$ cat config.mk
export PLATFORM = sky130hd
export DESIGN_NAME = periphSoc
export DESIGN_NICKNAME = d
export VERILOG_FILES = /design/src/design/periphPkg.sv /design/src/design/apbDecoder.sv /design/src/design/gpioPort.sv /design/src/design/periphSoc.sv /design/src/design/syncFifo.sv /design/src/design/uartCore.sv
export VERILOG_INCLUDE_DIRS = /design/src /design/src/include
export SDC_FILE = /design/constraint.sdc
export NUM_CORES = 1
export LEC_CHECK = 0
export BUFFER_PORTS_ARGS = -buffer_cell sky130_fd_sc_hd__buf_2
export CAP_MARGIN = 40
export CELL_PAD_IN_SITES_DETAIL_PLACEMENT = 1
export CELL_PAD_IN_SITES_GLOBAL_PLACEMENT = 2
export CORE_MARGIN = 2
export CORE_UTILIZATION = 45
export CTS_CLUSTER_DIAMETER = 80
export DETAILED_ROUTE_END_ITERATION = 8
export PLACE_DENSITY = 0.94
export SKIP_LAST_GASP = 1
export SLEW_MARGIN = 0
export SYNTH_ARGS = -nofsm -noshare
export SYNTH_HDL_FRONTEND = slang
export SYNTH_SLANG_ARGS = --single-unit
export TNS_END_PERCENT = 30
$ cat constraint.sdc
create_clock -name clk -period 5.7 [get_ports clk]
set_input_delay 0 -clock clk [delete_from_list [all_inputs] [get_ports clk]]
set_output_delay 0 -clock clk [all_outputs]
set_load 0.005 [all_outputs]
$ cat src/include/periph_defs.svh
`ifndef PERIPH_DEFS_SVH
`define PERIPH_DEFS_SVH

// Bus widths
`define PERIPH_ADDR_W 12
`define PERIPH_DATA_W 32
// Low address bits that select a register inside a region
`define PERIPH_OFFSET_W 8

// GPIO port width
`define GPIO_W 16
`define GPIO_LED_RESET 16'h0000

// UART sizing
`define UART_FIFO_DEPTH 8
`define UART_DIV_W 16
`define UART_DIV_RESET 16'd16
`define UART_DIV_MIN 16'd4

// Region bases
`define GPIO_BASE 12'h000
`define UART_BASE 12'h100

// GPIO register offsets
`define GPIO_DATA_A 8'h00
`define GPIO_IN_B 8'h04
`define GPIO_IN_C 8'h08
`define GPIO_EDGE_C 8'h0C

// UART register offsets
`define UART_TXDATA 8'h00
`define UART_RXDATA 8'h04
`define UART_STATUS 8'h08
`define UART_DIVISOR 8'h0C

`endif

$ cat src/design/periphPkg.sv
`include "periph_defs.svh"

package periphPkg;

    // One APB address word
    typedef logic [`PERIPH_ADDR_W-1:0] apbAddrT;

    // One APB data word
    typedef logic [`PERIPH_DATA_W-1:0] apbDataT;

    // Region chosen by the upper address bits
    typedef enum logic [1:0] {
        selNone,
        selGpio,
        selUart
    } periphSelT;

    // Raw serial byte
    typedef logic [7:0] uartByteT;

    // Received byte with its framing flag
    // Framing flag lands in bit 8
    typedef struct packed {
        logic     frameErr;
        uartByteT data;
    } rxEntryT;

endpackage

$ cat src/design/apbDecoder.sv
`timescale 1ns/1ps
`include "periph_defs.svh"

module apbDecoder (
    input  logic                         clk,
    input  logic                         arstN,
    input  logic                         psel,
    input  logic                         penable,
    input  logic                         pwrite,
    input  periphPkg::apbAddrT           paddr,
    input  periphPkg::apbDataT           pwdata,
    input  periphPkg::apbDataT           gpioRdata,
    input  periphPkg::apbDataT           uartRdata,
    input  logic                         gpioErr,
    input  logic                         uartErr,
    output periphPkg::apbDataT           prdata,
    output logic                         pready,
    output logic                         pslverr,
    output logic                         gpioSel,
    output logic                         uartSel,
    output logic                         regWrite,
    output logic [`PERIPH_OFFSET_W-1:0]  regAddr,
    output periphPkg::apbDataT           regWdata
);
    import periphPkg::*;

    localparam apbAddrT gpioBase = `GPIO_BASE;
    localparam apbAddrT uartBase = `UART_BASE;

    periphSelT regionSel;
    periphSelT regionQ;
    logic      readyQ;
    logic      setupPhase;

    // Setup cycle of a transfer
    assign setupPhase = psel & ~penable;

    // Region from the bits above the register offset
    always_comb begin
        if (paddr[`PERIPH_ADDR_W-1:`PERIPH_OFFSET_W] ==
            gpioBase[`PERIPH_ADDR_W-1:`PERIPH_OFFSET_W]) begin
            regionSel = selGpio;
        end else if (paddr[`PERIPH_ADDR_W-1:`PERIPH_OFFSET_W] ==
                     uartBase[`PERIPH_ADDR_W-1:`PERIPH_OFFSET_W]) begin
            regionSel = selUart;
        end else begin
            regionSel = selNone;
        end
    end

    // Completion is armed by the setup cycle
    // Access cycle then finishes on its first clock
    always_ff @(posedge clk or negedge arstN) begin
        if (!arstN) begin
            readyQ  <= 1'b0;
            regionQ <= selNone;
        end else begin
            readyQ <= setupPhase;
            if (setupPhase) begin
                regionQ <= regionSel;
            end
        end
    end

    assign pready = readyQ;

    // Strobes only in the completing cycle
    assign gpioSel = readyQ & (regionQ == selGpio);
    assign uartSel = readyQ & (regionQ == selUart);

    // Shared register bus toward both blocks
    assign regWrite = pwrite;
    assign regAddr  = paddr[`PERIPH_OFFSET_W-1:0];
    assign regWdata = pwdata;

    // Response merge
    // Unmapped region answers with an error and zero data
    always_comb begin
        case (regionQ)
            selGpio: begin
                prdata  = gpioRdata;
                pslverr = readyQ & gpioErr;
            end
            selUart: begin
                prdata  = uartRdata;
                pslverr = readyQ & uartErr;
            end
            default: begin
                prdata  = '0;
                pslverr = readyQ;
            end
        endcase
    end

endmodule

$ cat src/design/gpioPort.sv
`timescale 1ns/1ps
`include "periph_defs.svh"

module gpioPort (
    input  logic                         clk,
    input  logic                         arstN,
    input  logic                         sel,
    input  logic                         write,
    input  logic [`PERIPH_OFFSET_W-1:0]  addr,
    input  periphPkg::apbDataT           wdata,
    input  logic [`GPIO_W-1:0]           sw,
    input  logic [`GPIO_W-1:0]           gpioC,
    output periphPkg::apbDataT           rdata,
    output logic                         err,
    output logic [`GPIO_W-1:0]           led
);
    import periphPkg::*;

    logic [`GPIO_W-1:0] swMeta;
    logic [`GPIO_W-1:0] swSync;
    logic [`GPIO_W-1:0] cMeta;
    logic [`GPIO_W-1:0] cSync;
    logic [`GPIO_W-1:0] cPrev;
    logic [`GPIO_W-1:0] cRise;
    logic [`GPIO_W-1:0] edgeQ;
    logic [`GPIO_W-1:0] edgeClr;
    logic               ledWrite;
    logic               edgeWrite;

    // Two-flop synchronizers on both input ports
    always_ff @(posedge clk or negedge arstN) begin
        if (!arstN) begin
            swMeta <= '0;
            swSync <= '0;
            cMeta  <= '0;
            cSync  <= '0;
            cPrev  <= '0;
        end else begin
            swMeta <= sw;
            swSync <= swMeta;
            cMeta  <= gpioC;
            cSync  <= cMeta;
            // Delayed copy for edge detection
            cPrev  <= cSync;
        end
    end

    // Rising edges seen on the synchronized port C
    assign cRise = cSync & ~cPrev;

    // Write strobes
    assign ledWrite  = sel & write & (addr == `GPIO_DATA_A);
    assign edgeWrite = sel & write & (addr == `GPIO_EDGE_C);
    assign edgeClr   = edgeWrite ? wdata[`GPIO_W-1:0] : '0;

    // LED output register
    always_ff @(posedge clk or negedge arstN) begin
        if (!arstN) begin
            led <= `GPIO_LED_RESET;
        end else if (ledWrite) begin
            led <= wdata[`GPIO_W-1:0];
        end
    end

    // Sticky edge bits
    // A new edge wins over a clear in the same cycle
    always_ff @(posedge clk or negedge arstN) begin
        if (!arstN) begin
            edgeQ <= '0;
        end else begin
            edgeQ <= (edgeQ & ~edgeClr) | cRise;
        end
    end

    // Read mux and error decode
    always_comb begin
        rdata = '0;
        err   = 1'b0;
        case (addr)
            `GPIO_DATA_A: rdata[`GPIO_W-1:0] = led;
            `GPIO_IN_B: begin
                rdata[`GPIO_W-1:0] = swSync;
                // Input port is read-only
                err = write;
            end
            `GPIO_IN_C: begin
                rdata[`GPIO_W-1:0] = cSync;
                err = write;
            end
            `GPIO_EDGE_C: rdata[`GPIO_W-1:0] = edgeQ;
            default: err = 1'b1;
        endcase
    end

endmodule

$ cat src/design/periphSoc.sv
`timescale 1ns/1ps
`include "periph_defs.svh"

module periphSoc (
    input  logic                clk,
    input  logic                arstN,
    input  logic                psel,
    input  logic                penable,
    input  logic                pwrite,
    input  periphPkg::apbAddrT  paddr,
    input  periphPkg::apbDataT  pwdata,
    input  logic [`GPIO_W-1:0]  sw,
    input  logic [`GPIO_W-1:0]  gpioC,
    input  logic                uartRx,
    output periphPkg::apbDataT  prdata,
    output logic                pready,
    output logic                pslverr,
    output logic [`GPIO_W-1:0]  led,
    output logic                uartTx
);
    import periphPkg::*;

    // Register bus from the decoder
    logic                        gpioSel;
    logic                        uartSel;
    logic                        regWrite;
    logic [`PERIPH_OFFSET_W-1:0] regAddr;
    apbDataT                     regWdata;

    // Responses back to the decoder
    apbDataT                     gpioRdata;
    apbDataT                     uartRdata;
    logic                        gpioErr;
    logic                        uartErr;

    apbDecoder decoder_inst (
        .clk      (clk),
        .arstN    (arstN),
        .psel     (psel),
        .penable  (penable),
        .pwrite   (pwrite),
        .paddr    (paddr),
        .pwdata   (pwdata),
        .gpioRdata(gpioRdata),
        .uartRdata(uartRdata),
        .gpioErr  (gpioErr),
        .uartErr  (uartErr),
        .prdata   (prdata),
        .pready   (pready),
        .pslverr  (pslverr),
        .gpioSel  (gpioSel),
        .uartSel  (uartSel),
        .regWrite (regWrite),
        .regAddr  (regAddr),
        .regWdata (regWdata)
    );

    gpioPort gpio_inst (
        .clk  (clk),
        .arstN(arstN),
        .sel  (gpioSel),
        .write(regWrite),
        .addr (regAddr),
        .wdata(regWdata),
        .sw   (sw),
        .gpioC(gpioC),
        .rdata(gpioRdata),
        .err  (gpioErr),
        .led  (led)
    );

    uartCore uart_inst (
        .clk   (clk),
        .arstN (arstN),
        .sel   (uartSel),
        .write (regWrite),
        .addr  (regAddr),
        .wdata (regWdata),
        .uartRx(uartRx),
        .rdata (uartRdata),
        .err   (uartErr),
        .uartTx(uartTx)
    );

endmodule

$ cat src/design/syncFifo.sv
`timescale 1ns/1ps

module syncFifo #(
    parameter type entryT = logic [7:0],
    parameter int  DEPTH  = 8
) (
    input  logic  clk,
    input  logic  arstN,
    input  logic  push,
    input  entryT pushData,
    input  logic  pop,
    output entryT popData,
    output logic  full,
    output logic  empty
);

    localparam int PTR_W = $clog2(DEPTH);
    localparam int CNT_W = $clog2(DEPTH + 1);

    entryT              mem [DEPTH];
    logic [PTR_W-1:0]   wrPtr;
    logic [PTR_W-1:0]   rdPtr;
    logic [CNT_W-1:0]   count;
    logic               doPush;
    logic               doPop;

    assign full  = (count == CNT_W'(DEPTH));
    assign empty = (count == '0);

    // Refused requests leave the state alone
    assign doPush = push & ~full;
    assign doPop  = pop & ~empty;

    // Head entry is always on the output
    assign popData = mem[rdPtr];

    // Storage
    always_ff @(posedge clk) begin
        if (doPush) begin
            mem[wrPtr] <= pushData;
        end
    end

    // Pointers wrap at DEPTH
    always_ff @(posedge clk or negedge arstN) begin
        if (!arstN) begin
            wrPtr <= '0;
            rdPtr <= '0;
            count <= '0;
        end else begin
            if (doPush) begin
                wrPtr <= (wrPtr == PTR_W'(DEPTH - 1)) ? '0 : wrPtr + 1'b1;
            end
            if (doPop) begin
                rdPtr <= (rdPtr == PTR_W'(DEPTH - 1)) ? '0 : rdPtr + 1'b1;
            end
            // Occupancy
            if (doPush && !doPop) begin
                count <= count + 1'b1;
            end else if (doPop && !doPush) begin
                count <= count - 1'b1;
            end
        end
    end

endmodule

$ cat src/design/uartCore.sv
`timescale 1ns/1ps
`include "periph_defs.svh"

module uartCore (
    input  logic                         clk,
    input  logic                         arstN,
    input  logic                         sel,
    input  logic                         write,
    input  logic [`PERIPH_OFFSET_W-1:0]  addr,
    input  periphPkg::apbDataT           wdata,
    input  logic                         uartRx,
    output periphPkg::apbDataT           rdata,
    output logic                         err,
    output logic                         uartTx
);
    import periphPkg::*;

    logic [`UART_DIV_W-1:0] divQ;
    logic [`UART_DIV_W-1:0] divNext;

    // Transmit side
    uartByteT               txHead;
    logic                   txPush;
    logic                   txPop;
    logic                   txFull;
    logic                   txEmpty;
    logic                   txBusy;
    logic [9:0]             txShift;
    logic [`UART_DIV_W-1:0] txCnt;
    logic [3:0]             txBitCnt;

    // Receive side
    rxEntryT                rxHead;
    rxEntryT                rxIn;
    logic                   rxPush;
    logic                   rxPop;
    logic                   rxFull;
    logic                   rxEmpty;
    logic                   rxMeta;
    logic                   rxSync;
    logic                   rxBusy;
    logic [7:0]             rxShift;
    logic [`UART_DIV_W-1:0] rxCnt;
    logic [3:0]             rxBitCnt;

    // Register side effects at the completing edge
    assign txPush = sel & write & (addr == `UART_TXDATA) & ~txFull;
    assign rxPop  = sel & ~write & (addr == `UART_RXDATA) & ~rxEmpty;

    // Divisor below the minimum is raised to it
    assign divNext = (wdata[`UART_DIV_W-1:0] < `UART_DIV_MIN) ?
                     `UART_DIV_MIN : wdata[`UART_DIV_W-1:0];

    always_ff @(posedge clk or negedge arstN) begin
        if (!arstN) begin
            divQ <= `UART_DIV_RESET;
        end else if (sel && write && (addr == `UART_DIVISOR)) begin
            divQ <= divNext;
        end
    end

    // Read mux and error decode
    always_comb begin
        rdata = '0;
        err   = 1'b0;
        case (addr)
            // Write into a full FIFO is dropped and flagged
            `UART_TXDATA: err = write & txFull;
            `UART_RXDATA: begin
                if (!rxEmpty) begin
                    rdata = {1'b1, {(`PERIPH_DATA_W - 10){1'b0}}, rxHead.frameErr, rxHead.data};
                end
            end
            `UART_STATUS: begin
                rdata[4:0] = {txBusy, rxFull, rxEmpty, txEmpty, txFull};
            end
            `UART_DIVISOR: rdata[`UART_DIV_W-1:0] = divQ;
            default: err = 1'b1;
        endcase
    end

    syncFifo #(
        .entryT(uartByteT),
        .DEPTH (`UART_FIFO_DEPTH)
    ) txFifo_inst (
        .clk     (clk),
        .arstN   (arstN),
        .push    (txPush),
        .pushData(wdata[7:0]),
        .pop     (txPop),
        .popData (txHead),
        .full    (txFull),
        .empty   (txEmpty)
    );

    // Idle transmitter takes the next byte
    assign txPop = ~txBusy & ~txEmpty;

    // Frame is start, eight data bits LSB first, stop
    // Ones shift in behind so the line idles high
    always_ff @(posedge clk or negedge arstN) begin
        if (!arstN) begin
            txShift  <= '1;
            txBusy   <= 1'b0;
            txCnt    <= '0;
            txBitCnt <= '0;
        end else if (!txBusy) begin
            if (!txEmpty) begin
                txShift  <= {1'b1, txHead, 1'b0};
                txBusy   <= 1'b1;
                txCnt    <= divQ - 1'b1;
                txBitCnt <= '0;
            end
        end else if (txCnt == '0) begin
            txShift <= {1'b1, txShift[9:1]};
            txCnt   <= divQ - 1'b1;
            // Stop bit done
            if (txBitCnt == 4'd9) begin
                txBusy <= 1'b0;
            end else begin
                txBitCnt <= txBitCnt + 1'b1;
            end
        end else begin
            txCnt <= txCnt - 1'b1;
        end
    end

    assign uartTx = txShift[0];

    // Line synchronizer, idle level is high
    always_ff @(posedge clk or negedge arstN) begin
        if (!arstN) begin
            rxMeta <= 1'b1;
            rxSync <= 1'b1;
        end else begin
            rxMeta <= uartRx;
            rxSync <= rxMeta;
        end
    end

    // Receiver
    // Half a bit to the middle of start, then a full bit per sample
    always_ff @(posedge clk or negedge arstN) begin
        if (!arstN) begin
            rxBusy   <= 1'b0;
            rxCnt    <= '0;
            rxBitCnt <= '0;
            rxShift  <= '0;
        end else if (!rxBusy) begin
            if (!rxSync) begin
                rxBusy   <= 1'b1;
                rxCnt    <= (divQ >> 1) - 1'b1;
                rxBitCnt <= '0;
            end
        end else if (rxCnt == '0) begin
            rxCnt    <= divQ - 1'b1;
            rxBitCnt <= rxBitCnt + 1'b1;
            if (rxBitCnt == 4'd0) begin
                // Start bit gone high again means a glitch
                if (rxSync) begin
                    rxBusy <= 1'b0;
                end
            end else if (rxBitCnt == 4'd9) begin
                rxBusy <= 1'b0;
            end else begin
                rxShift <= {rxSync, rxShift[7:1]};
            end
        end else begin
            rxCnt <= rxCnt - 1'b1;
        end
    end

    // Entry pushed at the middle of the stop bit
    assign rxPush        = rxBusy & (rxCnt == '0) & (rxBitCnt == 4'd9);
    assign rxIn.data     = rxShift;
    assign rxIn.frameErr = ~rxSync;

    // A full FIFO drops the new entry
    syncFifo #(
        .entryT(rxEntryT),
        .DEPTH (`UART_FIFO_DEPTH)
    ) rxFifo_inst (
        .clk     (clk),
        .arstN   (arstN),
        .push    (rxPush),
        .pushData(rxIn),
        .pop     (rxPop),
        .popData (rxHead),
        .full    (rxFull),
        .empty   (rxEmpty)
    );

endmodule

Yosys cells after proc, flatten, opt, wreduce, memory -nomap -nowiden

Memory sizes are Yosys's and may differ from the RTL's.
Cells that the tools add are included.

Add/subtract/negate cells: 14
Magnitude comparators: 1
Eq/ne operators: 19
Mux-type cells: 50
Bitwise operators: 37
Reductions and logical operators: 26

Operators by type and width:

| cell                                                         | number |
|---|---|
| 2-to-1 mux 16 bit                                            | 9 |
| one-hot mux 16 bit (4 select lines)                          | 1 |
| one-hot mux 32 bit (2 select lines)                          | 1 |
| subtractor 16 x 1 -> 16 bit (second input constant)          | 3 |
| 2-to-1 mux 4 bit                                             | 11 |
| bitwise AND 16 bit                                           | 2 |
| zero test 16 bit                                             | 2 |
| 2-to-1 mux 32 bit                                            | 1 |
| inverter 16 bit                                              | 2 |
| 2-to-1 mux 10 bit                                            | 3 |
| bitwise AND 1 bit                                            | 22 |
| one-hot mux 11 bit (2 select lines)                          | 1 |
| adder 4 x 1 -> 4 bit (second input constant)                 | 4 |
| == test 4 bit (second input constant)                        | 4 |
| == test 8 x 4 -> 1 bit (second input constant)               | 2 |
| zero test 4 bit                                              | 4 |
| less-than comparator 16 x 3 -> 1 bit (second input constant) | 1 |
| OR 16 bit                                                    | 1 |
| subtractor 15 x 1 -> 16 bit (second input constant)          | 1 |
| one-hot mux 5 bit (3 select lines)                           | 1 |
| 2-to-1 mux 1 bit                                             | 13 |
| adder 3 x 1 -> 3 bit (second input constant)                 | 4 |
| == test 3 bit (second input constant)                        | 4 |
| 2-to-1 mux 3 bit                                             | 4 |
| other kinds (18)                                             | 46 |

Register bits after elaboration: 213
Bits in writable memories: 136
Input port bits: 82
Output and inout port bits: 51
Word-level logic and storage cells: 175
Memories kept: 2

Memories:

| name                      | words | bits a word | read ports | clocked after Yosys merged registers in | write ports | line           | source |
|---|---|---|---|---|---|---|---|
| uart_inst.rxFifo_inst.mem | 8     | 9           | 1          | 0                                       | 1           | syncFifo.sv:20 | `entryT mem [DEPTH];` |
| uart_inst.txFifo_inst.mem | 8     | 8           | 1          | 0                                       | 1           | syncFifo.sv:20 |  |

Longest topological paths before layout

Depth in word-level cells: 10
Gate-level depth with buffers: 15
Depth with buffers taken out: 14

Hierarchy

A second synthesis with hierarchy kept.

Cell total of the unflattened synthesis: 1304
Area, all modules: 16936.2 um^2

By module, submodules not included:

| module                           | instances | cells each | area an instance (um^2) | sequential area each (um^2) |
|---|---|---|---|---|
| uartCore                         | 1         | 597        | 5385.2                  | 1941.9 |
| gpioPort                         | 1         | 246        | 4080.2                  | 2802.7 |
| syncFifo (uart_inst.rxFifo_inst) | 1         | 169        | 3397.0                  | 2412.3 |
| syncFifo (uart_inst.txFifo_inst) | 1         | 159        | 3160.5                  | 2172.1 |
| apbDecoder                       | 1         | 133        | 913.4                   | 75.1 |

Worst setup path after synthesis

Ideal clock, no wire load.

Kind: register -> register
Start point: register uart_inst.rxCnt[0]
End point: register uart_inst.rxFifo_inst.count[3]
Setup time: 0.122 ns
Arrival time: 3.148 ns
Data required time: 5.578 ns
Path slack: 2.430 ns
Cell stages (with the launch flop): 15
Path buffers: 0
Cell sequence: dfrtp_1 inv_1 ha_1 or4b_1 nor3_4 nand3_2 a2111oi_4 ha_1 inv_1 ha_1 a21o_1 a21oi_1 xnor2_1 nor2_1 xnor2_1

Word-level cells in the longest chain between the ends: 7

RTL lines:

| what                               | line            | source |
|---|---|---|
| from (decl)                        | uartCore.sv:43  | `` logic [`UART_DIV_W-1:0] rxCnt; `` |
| from (signal assigned)             | uartCore.sv:152 | `rxCnt <= (divQ >> 1) - 1'b1;` |
| from (signal assigned)             | uartCore.sv:156 | `rxCnt <= divQ - 1'b1;` |
| from (signal assigned)             | uartCore.sv:169 | `rxCnt <= rxCnt - 1'b1;` |
| zero test 16 bit (*)               | uartCore.sv:174 | `assign rxPush = rxBusy & (rxCnt == '0) & (rxBitCnt == 4'd9);` |
| bitwise AND 1 bit (*) (2 in a row) | uartCore.sv:174 |  |
| bitwise AND 1 bit (*)              | syncFifo.sv:31  | `assign doPush = push & ~full;` |
| via uart_inst.rxFifo_inst.doPush   | syncFifo.sv:24  | `logic doPush;` |
| zero test 1 bit                    | syncFifo.sv:60  | `end else if (doPop && !doPush) begin` |
| logical AND 1 bit                  | syncFifo.sv:60  |  |
| nonzero test 2 bit (no line)       | --              |  |
| to (signal assigned)               | syncFifo.sv:59  | `count <= count + 1'b1;` |
| to (signal assigned)               | syncFifo.sv:61  | `count <= count - 1'b1;` |
| to (decl)                          | syncFifo.sv:23  | `logic [CNT_W-1:0] count;` |

The timed path passes the listed nets; every way through them passes the cells marked *.
A chain may end at the register's enable or synchronous reset.

Worst setup path after layout

Ends and elaborated chain as after synthesis.

==> run summary <==
status: finished, final reports clean
Hold Path Sink: gpio_inst.swMeta[6]$_DFF_PN0_
Worst Path Buf+Inv: 2
most frequent CP cell: ha_1
RSZ-0062 raised after global routing: false
All-Layer GR Usage: 0.2746
crit path launch type: flip-flop
final core occ: 0.5411
Critical Path Fanout Max: 13
sequential cell area fraction in the yosys report: 0.6094
Die X: 189.2 um
drt first-iter violations: 1031
worst r2r dst: uart_inst.rxFifo_inst.count[3]$_DFFE_PN0P_
setup TNS: 0 ps
P per Cell Area: 330.1 mW/mm^2
Final Hold Violating Endpoints: 0
Final Critical Period: 4014 ps
EDFF count, synth: 136
routed wire length per instance: 26.20 um
top_reg_cell synth: dfrtp_1
Critical Path RT: 6100 ps
share of layout cells above drive strength 1: 0.2102
fin cells: 1837
Fill cells: 3329
overall power: 6.004 mW
Clk pin slew, worst setup/hold paths: 70 ps
worst hold slack: 98.00 ps
Final ANT Viol Nets: 0
worst reg2reg setup slack: 1690 ps
Slew HR: 0.3708
CP Cell Sequence: inv_1 -> ha_1 -> or4b_1 -> nor3_4 -> nand3_2 -> a2111oi_4 -> ha_1 -> inv_1 -> ha_1 -> a21o_1 -> a21oi_1 -> xnor2_1 -> nor2_1 -> xnor2_1
die area: 0.03579 sq mm
r2r worst-path depth: 14
area added between synthesis and finish: 17.87%
CTS Sinks: 348
cells after synthesis: 1205
initial antenna violation count: 0
Clock Tree Root: clkbuf_16
drt drc: 0
CTS tree: built
H-tree Lvls: 2
Post-Syn Area per Cell: 12.81 sq um
Via Count: 10987
hpwl dp: 28.12 mm
Max stage delay on crit path: 770 ps
Post-CTS Resized: 0
synth unique cells: 70
vias in the first global route: 12085
CP Capture Type: flip-flop
CP Class: reg2reg
IO buf count: 101
max-cap violations: 0
gr ovfl total: 0
Initial Utilization: 0.4591
Ant. Diodes: 0
Syn. warnings: 0
Worst EP arrival: 4420 ps
Clock Latency Late Sink: 540 ps
Routed WL: 48.14 mm
Slew @ Worst Pin: 940.4 ps
core area: 0.03362 sq mm
worst hold path type: in2reg
Tcrit/Tclk final: 0.7042
R2R Path Start: uart_inst.rxCnt[0]$_DFFE_PN0P_
final setup fails: 0
Max IR drop VDD: 0.3161 mV
Vias/cell: 5.981
die span in y: 189.2 um
post-route cell area: 0.01819 sq mm
fmax: 0.2491 GHz
Placed Cells: 1710
postcts setup bufs: 0
number of I/O pins: 133
fraction of registers with async set/reset: 0.6092
slowest cell on the critical path: a2111oi_4
synthesized flop and latch total: 348
HP Start: sw[6]
Clock Path Buffers: 3
Nets: 1475
Setup Skew: 26.63 ps
number of buffers created by CTS: 37
max-slew violations: 0
first-pass GRT wire length: 74.55 mm
CP delay by family, top: compound AO/OA/AOI/OAI gates
synthesized area: 0.01543 sq mm
Rows: 67
worst hold path depth: 2
placed cell areas: 0.01640 sq mm
worst setup margin: 1686 ps
leakage power: 7.368 nW
worst slack, placed: 1755 ps
number of stages on the worst setup path: 14
largest net degree at the start of global routing: 111
DR pass1 iterations: 5
Placer Congestion: 0.8024
==> cell families after synthesis <==
logic type / synth area share
AO/OA/AOI/OAI: 0.08700
XOR/XNOR: 0.02440
flip-flops: 0.6094
multiplexers: 0.1150
AND/OR/NAND/NOR: 0.1055
buffers and inverters: 0.03316
adder cells (fa/ha/maj): 0.02530
other: 0.0002430
==> synth_stat cells (12+ instances only) <==
cell type    n  area share
mux2i_1     33       0.021
inv_1       45       0.011
xnor2_1     22       0.012
a22o_1      22       0.012
nor3_1      35       0.011
mux4_2      39       0.057
xor2_1      21       0.012
o21ai_0     67       0.022
clkbuf_1    47       0.011
o22ai_1     13      0.0053
buf_4       15      0.0073
nand2_1    103       0.025
a21oi_1     47       0.015
nor2_1      89       0.022
mux2_2      49       0.036
dfstp_2     12       0.020
ha_1        28       0.023
edfxtp_1   136        0.26
dfrtp_1    200        0.32
nand3_1     19      0.0062
==> repair_timing <==
action / in CTS / in global routing
setup endpoints to repair: 0 / 0
endpoints found under the hold margin: 244 / 0
hold buffers: 59 / 0
==> where the power goes <==
part	internal (mW)	switching [mW]
Combinational	0.253	0.312
Sequential	2.80	0.206
Clock	1.37	1.07
==> state kept, by name (all words and copies together), names as in the netlist, 16 cells and up <==
name,count
uart_inst.divQ,16
gpio_inst.swMeta,16
gpio_inst.cSync,16
uart_inst.rxCnt,16
uart_inst.txCnt,16
gpio_inst.edgeQ,16
gpio_inst.cMeta,16
gpio_inst.swSync,16
gpio_inst.led,16
uart_inst.txFifo_inst.mem,64
gpio_inst.cPrev,16
uart_inst.rxFifo_inst.mem,72
==> layout make-up <==
class / instances / area [sq um] / share of cell area
Clock inverter: 14 / 145.1 / 0.007979
Inverter: 45 / 168.9 / 0.009286
Multi-Input combinational cell: 752 / 5574 / 0.3064
Clock buffer: 51 / 1030 / 0.05661
Timing Repair Buffer: 179 / 1308 / 0.07188
Sequential cell: 348 / 9404 / 0.5170
Tap cell: 448 / 560.5 / 0.03082
==> how the worst max path moves through the flow <==
stage / start / endpoint
5_1_grt: uart_inst.rxCnt[0]$_DFFE_PN0P_ / uart_inst.rxFifo_inst.count[3]$_DFFE_PN0P_
4_1_cts: uart_inst.rxCnt[0]$_DFFE_PN0P_ / uart_inst.rxFifo_inst.count[3]$_DFFE_PN0P_
2_1_floorplan: uart_inst.rxCnt[0]$_DFFE_PN0P_ / uart_inst.rxFifo_inst.count[3]$_DFFE_PN0P_
6_report: uart_inst.rxCnt[0]$_DFFE_PN0P_ / uart_inst.rxFifo_inst.count[3]$_DFFE_PN0P_
3_5_place_dp: uart_inst.rxCnt[0]$_DFFE_PN0P_ / uart_inst.rxFifo_inst.count[3]$_DFFE_PN0P_
3_3_place_gp: uart_inst.rxCnt[0]$_DFFE_PN0P_ / uart_inst.rxFifo_inst.count[3]$_DFFE_PN0P_
==> cell usage in the layout, fill, tap and decap left out, types with 39 or more instances in the layout <==
cell type and count:
dfrtp_1 200, edfxtp_1 136, nand2_1 103, buf_2 100
nor2_1 89, o21ai_0 67, dlygate4sd3_1 59, mux2_2 49
a21oi_1 47, inv_1 45, mux4_2 39
==> metal layers <==
metal / wire length, um / share of wire / GRT usage / vias to the layer above
met4: 2374 / 0.049 / 0.1250 / 0
met3: 3120 / 0.065 / 0.04893 / 148
li1: - / - / - / 4681
met1: 18630 / 0.39 / 0.3459 / 5664
met2: 24010 / 0.50 / 0.4638 / 494
met5: 0 / 0 / 0 / -
Note: power is estimated with default switching activity, not from simulation.
